`config.mk`:
```
export PLATFORM = sky130hd
export DESIGN_NAME = mpf_shim_top
export DESIGN_NICKNAME = d
export VERILOG_FILES = /design/src/hw/mpf_shim_pkg.sv /design/src/hw/mpf_req_map.sv /design/src/hw/mpf_rsp_map.sv /design/src/hw/mpf_shim_top.sv /design/src/hw/mpf_tx_fifo.sv
export SDC_FILE = /design/constraint.sdc
export NUM_CORES = 2
export LEC_CHECK = 0
export ABC_AREA = 1
export BUFFER_PORTS_ARGS = -buffer_cell sky130_fd_sc_hd__buf_2
export CAP_MARGIN = 20
export CORE_MARGIN = 2
export CORE_UTILIZATION = 45
export DETAILED_ROUTE_END_ITERATION = 7
export GPL_TIMING_DRIVEN = 0
export PLACE_DENSITY_LB_ADDON = 0.08
export SLEW_MARGIN = 10
export SYNTH_ARGS = -nofsm -noshare
export SYNTH_HDL_FRONTEND = slang
export SYNTH_SLANG_ARGS = --single-unit
```
`constraint.sdc`:
```
create_clock -name clk -period 7.2 [get_ports clk]
set_input_delay 1.44 -clock clk [delete_from_list [all_inputs] [get_ports clk]]
set_output_delay 1.44 -clock clk [all_outputs]
set_load 0.005 [all_outputs]
```
`src/hw/mpf_shim_pkg.sv`:
```
// Shared widths, depths and opcodes for the host-channel shim.
// tx_depth need not be a power of two since the FIFO pointers wrap explicitly.
// The almost-full slack must cover the mapper register plus one more AFU cycle.
// Request words are packed vectors and their layout is fixed by the mapper.

package mpf_shim_pkg;

    // Line and tag widths
    localparam int addr_w  = 32;
    localparam int data_w  = 64;
    localparam int mdata_w = 16;
    localparam int mask_w  = data_w / 8;
    localparam int op_w    = 2;

    // Request FIFO sizing and flow control
    localparam int tx_depth       = 8;
    localparam int alm_full_slack = 2;
    localparam int fifo_ptr_w     = $clog2(tx_depth);
    localparam int fifo_cnt_w     = $clog2(tx_depth + 1);
    localparam int fifo_alm_level = tx_depth - alm_full_slack;

    // Credits are shared by c0 and c1 and taken when a request is accepted
    localparam int max_outstanding = 16;
    localparam int out_cnt_w       = $clog2(max_outstanding) + 1;
    localparam int credit_level    = max_outstanding - alm_full_slack;

    // c0 word is {vaddr, order, mdata, addr}
    localparam int c0_word_w = 2 + mdata_w + addr_w;

    // c1 word is {op, vaddr, order, mask, mdata, data, addr}
    localparam int c1_word_w = op_w + 2 + mask_w + mdata_w + data_w + addr_w;

    // Request opcodes where c0 only ever carries reads
    typedef enum logic [op_w-1:0]
    {
        req_rdline  = 2'd0,
        req_wrline  = 2'd1,
        req_wrfence = 2'd2
    } t_req_op;

    // Response opcodes as returned by the FIU
    typedef enum logic [op_w-1:0]
    {
        rsp_rdline  = 2'd0,
        rsp_wrline  = 2'd1,
        rsp_wrfence = 2'd2
    } t_rsp_op;

endpackage

```
`src/hw/mpf_req_map.sv`:
```
// AFU request register stage that attaches the extension header fields.
// Side inputs are sampled in the same cycle as the matching valid.
// Fences leave with zero data and zero mask whatever the AFU drives.
// Reads on c1 are illegal and are flagged by an assertion.

`timescale 1ns/1ps

module mpf_req_map
(
    input  logic                          clk,
    input  logic                          arst_n,

    input  logic                          afu_c0_valid,
    input  logic [mpf_shim_pkg::addr_w-1:0]  afu_c0_addr,
    input  logic [mpf_shim_pkg::mdata_w-1:0] afu_c0_mdata,

    input  logic                          afu_c1_valid,
    input  mpf_shim_pkg::t_req_op         afu_c1_op,
    input  logic [mpf_shim_pkg::addr_w-1:0]  afu_c1_addr,
    input  logic [mpf_shim_pkg::data_w-1:0]  afu_c1_data,
    input  logic [mpf_shim_pkg::mdata_w-1:0] afu_c1_mdata,

    input  logic                          c0_ext_vaddr,
    input  logic                          c0_ext_order,
    input  logic                          c1_ext_vaddr,
    input  logic                          c1_ext_order,
    input  logic                          c1_pwrite_en,
    input  logic [mpf_shim_pkg::mask_w-1:0]  c1_pwrite_mask,

    output logic                             req0_valid,
    output logic [mpf_shim_pkg::c0_word_w-1:0] req0_word,
    output logic                             req1_valid,
    output logic [mpf_shim_pkg::c1_word_w-1:0] req1_word
);
    import mpf_shim_pkg::*;

    logic [data_w-1:0] c1_data;
    logic [mask_w-1:0] c1_mask;

    // A byte mask only applies to a full-line write with partial write enabled
    always_comb
    begin
        c1_data = afu_c1_data;
        c1_mask = '1;
        if (afu_c1_op == req_wrfence)
        begin
            c1_data = '0;
            c1_mask = '0;
        end
        else if (afu_c1_op == req_wrline && c1_pwrite_en)
            c1_mask = c1_pwrite_mask;
    end

    // Valids are the only control state in this stage
    always_ff @(posedge clk or negedge arst_n)
    begin
        if (!arst_n)
        begin
            req0_valid <= 1'b0;
            req1_valid <= 1'b0;
        end
        else
        begin
            req0_valid <= afu_c0_valid;
            req1_valid <= afu_c1_valid;
        end
    end

    // Words only load on a transfer so idle cycles do not toggle the payload
    always_ff @(posedge clk)
    begin
        if (afu_c0_valid)
            req0_word <= {c0_ext_vaddr, c0_ext_order, afu_c0_mdata, afu_c0_addr};
        if (afu_c1_valid)
            req1_word <= {afu_c1_op, c1_ext_vaddr, c1_ext_order, c1_mask,
                          afu_c1_mdata, c1_data, afu_c1_addr};
    end

    // c1 is the write channel, reads must go out on c0
    c1_no_read: assert property (@(posedge clk) disable iff (!arst_n)
        afu_c1_valid |-> afu_c1_op != req_rdline)
        else $error("c1 request carries a read opcode");

endmodule

```
`src/hw/mpf_rsp_map.sv`:
```
// Response path toward the AFU and the shared credit counter.
// Responses are registered once, so the AFU sees them one cycle after the FIU.
// A request takes a credit when it enters a FIFO and returns it on its response,
// so queued requests count against the limit as well.
// afu_cX_alm_full is combinational from the FIFO flag and the counter.

`timescale 1ns/1ps

module mpf_rsp_map
(
    input  logic                             clk,
    input  logic                             arst_n,

    input  logic                             issue0,
    input  logic                             issue1,

    input  logic                             fiu_rx0_valid,
    input  logic [mpf_shim_pkg::data_w-1:0]  fiu_rx0_data,
    input  logic [mpf_shim_pkg::mdata_w-1:0] fiu_rx0_mdata,
    input  logic                             fiu_rx1_valid,
    input  mpf_shim_pkg::t_rsp_op            fiu_rx1_op,
    input  logic [mpf_shim_pkg::mdata_w-1:0] fiu_rx1_mdata,

    input  logic                             fifo0_alm_full,
    input  logic                             fifo1_alm_full,

    output logic                             afu_rx0_valid,
    output logic [mpf_shim_pkg::data_w-1:0]  afu_rx0_data,
    output logic [mpf_shim_pkg::mdata_w-1:0] afu_rx0_mdata,
    output logic                             afu_rx1_valid,
    output mpf_shim_pkg::t_rsp_op            afu_rx1_op,
    output logic [mpf_shim_pkg::mdata_w-1:0] afu_rx1_mdata,

    output logic                             afu_c0_alm_full,
    output logic                             afu_c1_alm_full
);
    import mpf_shim_pkg::*;

    logic [out_cnt_w-1:0] outstanding;
    logic [out_cnt_w-1:0] outstanding_next;
    logic                 credit_low;

    // Up to two issues and two responses can land in one cycle
    always_comb
    begin
        outstanding_next = outstanding;
        if (issue0)
            outstanding_next = outstanding_next + 1'b1;
        if (issue1)
            outstanding_next = outstanding_next + 1'b1;
        if (fiu_rx0_valid)
            outstanding_next = outstanding_next - 1'b1;
        if (fiu_rx1_valid)
            outstanding_next = outstanding_next - 1'b1;
    end

    assign credit_low      = outstanding >= out_cnt_w'(credit_level);
    assign afu_c0_alm_full = fifo0_alm_full || credit_low;
    assign afu_c1_alm_full = fifo1_alm_full || credit_low;

    always_ff @(posedge clk or negedge arst_n)
    begin
        if (!arst_n)
        begin
            outstanding   <= '0;
            afu_rx0_valid <= 1'b0;
            afu_rx1_valid <= 1'b0;
        end
        else
        begin
            outstanding   <= outstanding_next;
            afu_rx0_valid <= fiu_rx0_valid;
            afu_rx1_valid <= fiu_rx1_valid;
        end
    end

    // Response payload follows its valid by exactly one register
    always_ff @(posedge clk)
    begin
        afu_rx0_data  <= fiu_rx0_data;
        afu_rx0_mdata <= fiu_rx0_mdata;
        afu_rx1_op    <= fiu_rx1_op;
        afu_rx1_mdata <= fiu_rx1_mdata;
    end

    // The FIU can only answer requests that the shim has accepted
    no_rsp_idle: assert property (@(posedge clk) disable iff (!arst_n)
        (fiu_rx0_valid || fiu_rx1_valid) |-> outstanding != '0)
        else $error("FIU response with no request outstanding");

endmodule

```
`src/hw/mpf_shim_top.sv`:
```
// Top level of the shim between one AFU and the FIU.
// AFU request to FIU request takes two cycles when the FIU is not almost full.
// The AFU must stop within alm_full_slack cycles of afu_cX_alm_full rising.
// Only the c0 read and c1 write and fence channels exist here, MMIO is not handled.

`timescale 1ns/1ps

module mpf_shim_top
(
    input  logic                             clk,
    input  logic                             arst_n,

    // AFU requests and extension side inputs
    input  logic                             afu_c0_valid,
    input  logic [mpf_shim_pkg::addr_w-1:0]  afu_c0_addr,
    input  logic [mpf_shim_pkg::mdata_w-1:0] afu_c0_mdata,
    input  logic                             afu_c1_valid,
    input  mpf_shim_pkg::t_req_op            afu_c1_op,
    input  logic [mpf_shim_pkg::addr_w-1:0]  afu_c1_addr,
    input  logic [mpf_shim_pkg::data_w-1:0]  afu_c1_data,
    input  logic [mpf_shim_pkg::mdata_w-1:0] afu_c1_mdata,
    input  logic                             c0_ext_vaddr,
    input  logic                             c0_ext_order,
    input  logic                             c1_ext_vaddr,
    input  logic                             c1_ext_order,
    input  logic                             c1_pwrite_en,
    input  logic [mpf_shim_pkg::mask_w-1:0]  c1_pwrite_mask,

    // AFU flow control and responses
    output logic                             afu_c0_alm_full,
    output logic                             afu_c1_alm_full,
    output logic                             afu_rx0_valid,
    output logic [mpf_shim_pkg::data_w-1:0]  afu_rx0_data,
    output logic [mpf_shim_pkg::mdata_w-1:0] afu_rx0_mdata,
    output logic                             afu_rx1_valid,
    output mpf_shim_pkg::t_rsp_op            afu_rx1_op,
    output logic [mpf_shim_pkg::mdata_w-1:0] afu_rx1_mdata,

    // FIU requests
    output logic                             fiu_c0_valid,
    output logic [mpf_shim_pkg::addr_w-1:0]  fiu_c0_addr,
    output logic [mpf_shim_pkg::mdata_w-1:0] fiu_c0_mdata,
    output logic                             fiu_c0_vaddr,
    output logic                             fiu_c0_order,
    output logic                             fiu_c1_valid,
    output mpf_shim_pkg::t_req_op            fiu_c1_op,
    output logic [mpf_shim_pkg::addr_w-1:0]  fiu_c1_addr,
    output logic [mpf_shim_pkg::data_w-1:0]  fiu_c1_data,
    output logic [mpf_shim_pkg::mask_w-1:0]  fiu_c1_mask,
    output logic [mpf_shim_pkg::mdata_w-1:0] fiu_c1_mdata,
    output logic                             fiu_c1_vaddr,
    output logic                             fiu_c1_order,

    // FIU flow control and responses
    input  logic                             fiu_c0_alm_full,
    input  logic                             fiu_c1_alm_full,
    input  logic                             fiu_rx0_valid,
    input  logic [mpf_shim_pkg::data_w-1:0]  fiu_rx0_data,
    input  logic [mpf_shim_pkg::mdata_w-1:0] fiu_rx0_mdata,
    input  logic                             fiu_rx1_valid,
    input  mpf_shim_pkg::t_rsp_op            fiu_rx1_op,
    input  logic [mpf_shim_pkg::mdata_w-1:0] fiu_rx1_mdata
);
    import mpf_shim_pkg::*;

    logic                 req0_valid;
    logic [c0_word_w-1:0] req0_word;
    logic                 req1_valid;
    logic [c1_word_w-1:0] req1_word;
    logic [c0_word_w-1:0] fifo0_word;
    logic [c1_word_w-1:0] fifo1_word;
    logic                 fifo0_alm_full;
    logic                 fifo1_alm_full;
    logic [op_w-1:0]      fiu_c1_op_bits;

    mpf_req_map mpf_req_map_i
    (
        .clk            (clk),
        .arst_n         (arst_n),
        .afu_c0_valid   (afu_c0_valid),
        .afu_c0_addr    (afu_c0_addr),
        .afu_c0_mdata   (afu_c0_mdata),
        .afu_c1_valid   (afu_c1_valid),
        .afu_c1_op      (afu_c1_op),
        .afu_c1_addr    (afu_c1_addr),
        .afu_c1_data    (afu_c1_data),
        .afu_c1_mdata   (afu_c1_mdata),
        .c0_ext_vaddr   (c0_ext_vaddr),
        .c0_ext_order   (c0_ext_order),
        .c1_ext_vaddr   (c1_ext_vaddr),
        .c1_ext_order   (c1_ext_order),
        .c1_pwrite_en   (c1_pwrite_en),
        .c1_pwrite_mask (c1_pwrite_mask),
        .req0_valid     (req0_valid),
        .req0_word      (req0_word),
        .req1_valid     (req1_valid),
        .req1_word      (req1_word)
    );

    // Read channel FIFO, blocked by the FIU c0 almost-full
    mpf_tx_fifo #(.word_w(c0_word_w)) mpf_tx_fifo_c0_i
    (
        .clk       (clk),
        .arst_n    (arst_n),
        .push      (req0_valid),
        .push_word (req0_word),
        .pop_block (fiu_c0_alm_full),
        .out_valid (fiu_c0_valid),
        .out_word  (fifo0_word),
        .alm_full  (fifo0_alm_full)
    );

    // Write and fence channel FIFO
    mpf_tx_fifo #(.word_w(c1_word_w)) mpf_tx_fifo_c1_i
    (
        .clk       (clk),
        .arst_n    (arst_n),
        .push      (req1_valid),
        .push_word (req1_word),
        .pop_block (fiu_c1_alm_full),
        .out_valid (fiu_c1_valid),
        .out_word  (fifo1_word),
        .alm_full  (fifo1_alm_full)
    );

    // Field order matches the packing in the mapper
    assign {fiu_c0_vaddr, fiu_c0_order, fiu_c0_mdata, fiu_c0_addr} = fifo0_word;
    assign {fiu_c1_op_bits, fiu_c1_vaddr, fiu_c1_order, fiu_c1_mask,
            fiu_c1_mdata, fiu_c1_data, fiu_c1_addr} = fifo1_word;
    assign fiu_c1_op = t_req_op'(fiu_c1_op_bits);

    // Credits are taken as requests enter the FIFOs
    mpf_rsp_map mpf_rsp_map_i
    (
        .clk             (clk),
        .arst_n          (arst_n),
        .issue0          (req0_valid),
        .issue1          (req1_valid),
        .fiu_rx0_valid   (fiu_rx0_valid),
        .fiu_rx0_data    (fiu_rx0_data),
        .fiu_rx0_mdata   (fiu_rx0_mdata),
        .fiu_rx1_valid   (fiu_rx1_valid),
        .fiu_rx1_op      (fiu_rx1_op),
        .fiu_rx1_mdata   (fiu_rx1_mdata),
        .fifo0_alm_full  (fifo0_alm_full),
        .fifo1_alm_full  (fifo1_alm_full),
        .afu_rx0_valid   (afu_rx0_valid),
        .afu_rx0_data    (afu_rx0_data),
        .afu_rx0_mdata   (afu_rx0_mdata),
        .afu_rx1_valid   (afu_rx1_valid),
        .afu_rx1_op      (afu_rx1_op),
        .afu_rx1_mdata   (afu_rx1_mdata),
        .afu_c0_alm_full (afu_c0_alm_full),
        .afu_c1_alm_full (afu_c1_alm_full)
    );

endmodule

```
`src/hw/mpf_tx_fifo.sv`:
```
// Request FIFO for one channel, used for both c0 and c1 with their own widths.
// The head leaves in any cycle the FIFO holds data and the FIU is not almost full,
// so out_valid is combinational on pop_block.
// alm_full comes from the entry count alone, upstream pipeline stages are
// covered by the slack.

`timescale 1ns/1ps

module mpf_tx_fifo
#(
    parameter int word_w = 8
)
(
    input  logic              clk,
    input  logic              arst_n,
    input  logic              push,
    input  logic [word_w-1:0] push_word,
    input  logic              pop_block,
    output logic              out_valid,
    output logic [word_w-1:0] out_word,
    output logic              alm_full
);
    import mpf_shim_pkg::*;

    logic [word_w-1:0]     mem [tx_depth];
    logic [fifo_ptr_w-1:0] wr_ptr;
    logic [fifo_ptr_w-1:0] rd_ptr;
    logic [fifo_cnt_w-1:0] count;
    logic                  pop;

    // Pointers wrap explicitly so a depth other than a power of two still works
    function automatic logic [fifo_ptr_w-1:0] ptr_inc(input logic [fifo_ptr_w-1:0] ptr);
        if (ptr == fifo_ptr_w'(tx_depth - 1))
            return '0;
        return ptr + 1'b1;
    endfunction

    assign pop       = (count != '0) && !pop_block;
    assign out_valid = pop;
    assign out_word  = mem[rd_ptr];
    assign alm_full  = count >= fifo_cnt_w'(fifo_alm_level);

    // Pointer and count state
    always_ff @(posedge clk or negedge arst_n)
    begin
        if (!arst_n)
        begin
            wr_ptr <= '0;
            rd_ptr <= '0;
            count  <= '0;
        end
        else
        begin
            if (push)
                wr_ptr <= ptr_inc(wr_ptr);
            if (pop)
                rd_ptr <= ptr_inc(rd_ptr);

            // A push and a pop in the same cycle leave the count unchanged
            if (push && !pop)
                count <= count + 1'b1;
            else if (pop && !push)
                count <= count - 1'b1;
        end
    end

    // Storage array
    always_ff @(posedge clk)
    begin
        if (push)
            mem[wr_ptr] <= push_word;
    end

    // The sender upstream must have honoured alm_full early enough
    no_push_full: assert property (@(posedge clk) disable iff (!arst_n)
        push |-> count < fifo_cnt_w'(tx_depth))
        else $error("push into a full request FIFO");

endmodule
```
* Word level (Yosys, flattened, before mapping)
Memory sizes are Yosys's and may differ from the RTL's.
Index checks and enable logic that the tools add are counted.
** Word-level totals
- Register bits :: 301
- Latch bits :: 0
- Bits in writable memories :: 1392
- ROM bits :: 0
- Input bits :: 281
- Word-level logic and storage cells :: 89
- Memories :: 2
** Memories
- mpf_tx_fifo_c1_i.mem :: depth 8, bits a word 124, read ports 1, clocked after Yosys merged registers in 0, wr ports 1, RTL line mpf_tx_fifo.sv:25 : logic [word_w-1:0] mem [tx_depth];
- mpf_tx_fifo_c0_i.mem :: depth 8, bits a word 50, read ports 1, clocked after Yosys merged registers in 0, wr ports 1, RTL line mpf_tx_fifo.sv:25
** Operators by class
- Add/sub/neg operators :: 12
- Multiply operators :: 0
- Div/mod/pow operators :: 0
- Order comparisons :: 3
- Eq/ne operators :: 6
- Shifts and indexed selects :: 0
- Multiplexer cells :: 29
- Bitwise operators :: 0
- Reductions and logical operators :: 19
** Operators by type and width (number)
- $mux 3 :: 8
- $mux 5 :: 4
- $mux 4 :: 4
- $add 3x1->3 const B :: 4
- $eq 3x3->1 const B :: 4
- $mux 1 :: 12
- $add 5x1->5 const B :: 2
- $sub 5x1->5 const B :: 2
- $add 4x1->4 const B :: 2
- $ge 4x3->1 const B :: 2
- $mux 8 :: 1
- $reduce_bool 4->1 :: 2
- $sub 4x1->4 const B :: 2
- $logic_and 1x1->1 :: 7
- $logic_not 1->1 :: 6
- $ge 5x4->1 const B :: 1
- $reduce_bool 2->1 :: 2
- $eq 2x1->1 const B :: 1
- $eq 2x2->1 const B :: 1
- $logic_or 1x1->1 :: 2

* Longest topological paths before layout
- Depth in word-level cells :: 8
- Depth in mapped cells :: 18
- Depth with buffers taken out :: 18

* Cells and area by module
From an unflattened synthesis, not the netlist that was laid out.
** Second synthesis, totals
- Cell total of the unflattened synthesis :: 5319
- Area, all modules :: 65342.7 um^2
** By module, submodules not included
- mpf_tx_fifo at mpf_tx_fifo_c1_i :: times used 1, cells an instance 3378, area each 39887.0 um^2, sequential area each 30038.8 um^2
- mpf_tx_fifo at mpf_tx_fifo_c0_i :: times used 1, cells an instance 1414, area each 16912.5 um^2, sequential area each 12261.8 um^2
- mpf_req_map :: times used 1, cells an instance 331, area each 5926.9 um^2, sequential area each 5275.1 um^2
- mpf_rsp_map :: times used 1, cells an instance 196, area each 2616.3 um^2, sequential area each 2137.0 um^2

* Worst setup path after synthesis
Ideal clock, no wire load.
- Kind :: reg-to-reg
- Start :: register mpf_req_map_i.req1_valid
- End :: memory mpf_tx_fifo_c1_i.mem[0][0] (netlist bit) (enable)
- Setup time :: 0.608 ns
- Data arrival time :: 5.993 ns
- Slack :: 0.598 ns
- Stages on the path, launching flop included :: 4
- Path buffers :: 0
- Cell sequence :: dfrtp_1 -> inv_1 -> or2_2 -> nor2_1
** Between the ends
- Longest elaborated chain between the ends :: 2
** Ends and longest elaborated chain
- start, declared :: RTL line mpf_req_map.sv:32 : output logic req1_valid,
- start signal, assigned :: RTL line mpf_req_map.sv:65 : req1_valid <= afu_c1_valid;
- $mux 1 :: RTL line mpf_tx_fifo.sv:70 : if (push)
- $mux 1 (not written as such) :: RTL line mpf_tx_fifo.sv:71 : mem[wr_ptr] <= push_word;
- end, declared :: RTL line mpf_tx_fifo.sv:25
Every way passes these cells.

* Final worst setup path
- Start :: register mpf_tx_fifo_c1_i.rd_ptr[0]
- End :: output port fiu_c1_mask[4] (netlist bit)
** Between the ends
- Longest elaborated chain between the ends :: 1
** Ends and longest elaborated chain
- start, declared :: RTL line mpf_tx_fifo.sv:27 : logic [fifo_ptr_w-1:0] rd_ptr;
- start signal, assigned :: RTL line mpf_tx_fifo.sv:57 : rd_ptr <= ptr_inc(rd_ptr);
- $mem_v2 8x124
- end, declared :: RTL line mpf_shim_top.sv:49 : output logic [mpf_shim_pkg::mask_w-1:0] fiu_c1_mask,
Every way passes these cells.

==> load_flow_metrics.sql <==
INSERT INTO impl_metrics (metric_group, metric, value, unit) VALUES
('cts', 'cts_htree_levels', '4', ''),
('synth', 'synth-edff-count', '1566', ''),
('timing', 'layout_min_cycle_time', '5.31', 'ns'),
('final_layout', 'drive_above_1_share', '17.7', '%'),
('run', 'drv_cap', '0', ''),
('detailed_routing', 'vias_per_cell', '5.27', ''),
('die', 'floorplan.core_area', '139000', 'µm²'),
('timing', 'worst_slew_pin_slew', '0.821', 'ns'),
('worst_setup_path', 'cpPeakStageDelay', '0.71', 'ns'),
('timing', 'fin_ws', '1.89', 'ns'),
('power_and_ir_drop', 'static-leakage-power', '26.2', 'nW'),
('power_and_ir_drop', 'irDropWorstVdd', '0.000246', 'V'),
('global_routing', 'grt_start_max_net_pins', '64', ''),
('cts', 'clock_path_buffers', '3', ''),
('global_routing', 'grt_pass1_vias', '38000', ''),
('timing', 'timing_max_transition_violations_final', '0', ''),
('worst_setup_path', 'crit_required', '5.76', 'ns'),
('die', 'die_w', '378', 'µm'),
('timing', 'finalCritPeriodShare', '73.8', '%'),
('die', 'row_count', '137', ''),
('worst_setup_path', 'setup.worst_path.end_class', 'output port', ''),
('detailed_routing', 'drt_iter0_drc', '3137', ''),
('place', 'dp.cells', '7097', ''),
('min_path', 'min-delay-start', 'mpf_tx_fifo_c0_i.count[3]', ''),
('cts', 'post_cts.repair.setup_buffers', '0', ''),
('synth', 'synth.yosys.seq_area_share', '79.0', '%'),
('outcome', 'status', 'finished clean', ''),
('synth', 'async_flop_share', '1.71', '%'),
('detailed_routing', 'detail_route.drc_violations', '0', ''),
('worst_setup_path', 'crit_path_cell_trace', 'buf_2 > inv_2 > buf_2 > clkbuf_1 > o21ai_0 > a31oi_1 > buf_2', ''),
('place', 'placement.setup.worst_slack', '2.74', 'ns'),
('worst_setup_path', 'critical-path-top-cell-by-count', 'sky130_fd_sc_hd__buf_2', ''),
('worst_setup_path', 'crit_path_start_kind', 'flip-flop', ''),
('synth', 'synth_top_flop_cell', 'sky130_fd_sc_hd__edfxtp_1', ''),
('final_layout', 'finish.cell_count_without_fillers', '7432', ''),
('timing', 'achievable_clock_frequency', '0.188', 'GHz'),
('worst_setup_path', 'setup.worst_path.class', 'reg -> out', ''),
('worst_setup_path', 'cpMaxStageDelayCell', 'sky130_fd_sc_hd__a31oi_1', ''),
('detailed_routing', 'drt_pass1_iterations', '5', ''),
('worst_setup_path', 'timing.reg2reg.setup_slack', '4.48', 'ns'),
('die', 'floorplan.die.height', '378', 'µm'),
('synth', 'avgSynthCellArea', '13.7', 'µm²'),
('timing', 'setup_violations', '0', ''),
('cts', 'post_cts_hold_buffer_count', '0', ''),
('worst_setup_path', 'cp.arrival', '3.87', 'ns'),
('final_layout', 'synthToLayoutAreaGrowth', '19.2', '%'),
('die', 'initial_core_util', '45.2', '%'),
('synth', 'yosys.cell_types.count', '35', ''),
('worst_setup_path', 'crit_path_max_delay_family', 'buffers and inverters', ''),
('timing', 'worst_slew_margin_rel', '45.0', '%'),
('cts', 'clock_slew_at_the_register_clock_pins_of_the_worst_setup_and_hold_paths', '0.06', 'ns'),
('min_path', 'min_delay_path_depth', '1', ''),
('synth', 'synth_fp_nets', '4902', ''),
('synth', 'yosys_warnings', '0', ''),
('cts', 'clkLatencyLatePin', '0.80', 'ns'),
('cts', 'cts-resized-gates', '0', ''),
('min_path', 'hp-class', 'reg -> reg', ''),
('die', 'ioPinCount', '559', ''),
('global_routing', 'gr-usage-all-layers', '23.5', '%'),
('worst_setup_path', 'r2r_cells', '12', ''),
('worst_setup_path', 'critical_path.max_fanout', '10', ''),
('cts', 'cts_tree', 'done', ''),
('timing', 'report.final.hold_viol_count', '0', ''),
('min_path', 'hold-path-endpoint', 'mpf_tx_fifo_c0_i.count[3]', ''),
('timing', 'rsz_0062_raised_after_global_routing', 'false', ''),
('place', 'dpl.hpwl', '112000', 'µm'),
('power_and_ir_drop', 'totalPowerFinal', '30.6', 'mW'),
('worst_setup_path', 'cp_num_buf_inv', '5', ''),
('die', 'dieArea', '143000', 'µm²'),
('detailed_routing', 'routed_wire_length_per_instance', '22.9', 'µm'),
('cts', 'cts_bufs_inserted', '178', '');
==> synth_stat cells (6+ instances only) <==
library cell               number  area [µm²]
sky130_fd_sc_hd__ha_1          18         225
sky130_fd_sc_hd__buf_4          6        45.0
sky130_fd_sc_hd__clkbuf_2       6        30.0
sky130_fd_sc_hd__nand3_1       10        50.1
sky130_fd_sc_hd__clkbuf_1     181         679
sky130_fd_sc_hd__o22ai_1      174        1090
sky130_fd_sc_hd__nand2_1       59         221
sky130_fd_sc_hd__nand2_2        7        43.8
sky130_fd_sc_hd__buf_1         15        56.3
sky130_fd_sc_hd__buf_2         68         340
sky130_fd_sc_hd__o21ai_0      710        3550
sky130_fd_sc_hd__xor2_1         8        70.1
sky130_fd_sc_hd__xnor2_1        6        52.6
sky130_fd_sc_hd__edfxtp_1    1566       47000
sky130_fd_sc_hd__nor2_1      1319        4950
sky130_fd_sc_hd__a31oi_1      176        1100
sky130_fd_sc_hd__dfxtp_1       98        1960
sky130_fd_sc_hd__a21oi_1       11        55.1
sky130_fd_sc_hd__dfrtp_1       29         726
sky130_fd_sc_hd__inv_1        106         398
==> report_power, final <==
part	internal, mW	switching, mW
sequential	12.0	0.406
combinational	2.92	6.71
clock	4.91	3.70
==> state kept, by name, indices dropped and copies added (netlist names), 5 cells and up <==
| register | flops |
|---|---|
| mpf_rsp_map_i.afu_rx1_mdata | 16 |
| mpf_req_map_i.req0_word | 50 |
| mpf_rsp_map_i.outstanding | 5 |
| mpf_req_map_i.req1_word | 124 |
| mpf_tx_fifo_c1_i.mem | 992 |
| mpf_rsp_map_i.afu_rx0_data | 64 |
| mpf_rsp_map_i.afu_rx0_mdata | 16 |
| mpf_tx_fifo_c0_i.mem | 400 |
==> final cells by class <==
class	count	area [µm²]
antenna	6	15.0
buffer	277	1170
clock buffer	258	4990
clock inverter	70	467
fill	11900	64200
inverter	112	420
multi-input combinational	2519	11700
sequential	1693	49700
tap	1876	2350
timing repair buffer	621	4150
==> how the worst max path moves through the flow <==
stage	end	slack, ns	depth (start not counted)
final	fiu_c1_mask[4]	1.89	7
after global routing	fiu_c1_mask[1]	1.78	7
after CTS	fiu_c1_mask[4]	1.86	7
after detailed placement	fiu_c1_mask[4]	2.74	7
after global placement	mpf_tx_fifo_c1_i.mem[4][88]	-4.92	3
after floorplan	mpf_tx_fifo_c1_i.mem[0][0]	0.60	3
==> layout by cell type (no fill, tap or decap), drive strengths merged <==
cell type,n
xnor2,6
nand3,12
a21oi,11
a211oi,2
ha,18
clkinv,58
buf,710
o22ai,174
nand2,67
nand4,1
diode,6
o21ai,711
a31oi,176
fa,2
nor2,1324
o21bai,1
dfxtp,98
clkbuf,446
inv,119
edfxtp,1566
bufinv,3
xor2,9
or2,3
dfrtp,29
clkinvlp,2
o21a,2
==> stage by stage <==
stage                     hold slack [ns]  cell area (µm²)  TNS [ns]
after floorplan                     0.464            62900         0
after global routing                0.518            75000         0
final                               0.504            75000         0
after global placement              0.478            68000  -4269.20
after CTS                           0.499            75000         0
after detailed placement            0.488            69500         0
==> per-layer routing <==
| metal | global-route usage [%] | vias up | wire (µm) |
|---|---|---|---|
| met2 | 39.4 | 1258 | 83300 |
| met3 | 5.09 | 270 | 11900 |
| met1 | 30.4 | 19300 | 69900 |
| li1 | - | 18300 | - |
| met4 | 8.06 | 8 | 5200 |
| met5 | 0 | - | 50 |
==> kinds of logic after synthesis <==
group                    Yosys count  synth area share (%)
AO/OA/AOI/OAI                   1077                  9.29
adder cells (fa/ha/maj)           20                 0.422
AND/OR/NAND/NOR                 1407                  8.52
buffers and inverters            389                  2.52
flip-flops                      1693                  79.0
XOR/XNOR                          15                 0.221
(Power assumes the default switching activity.)
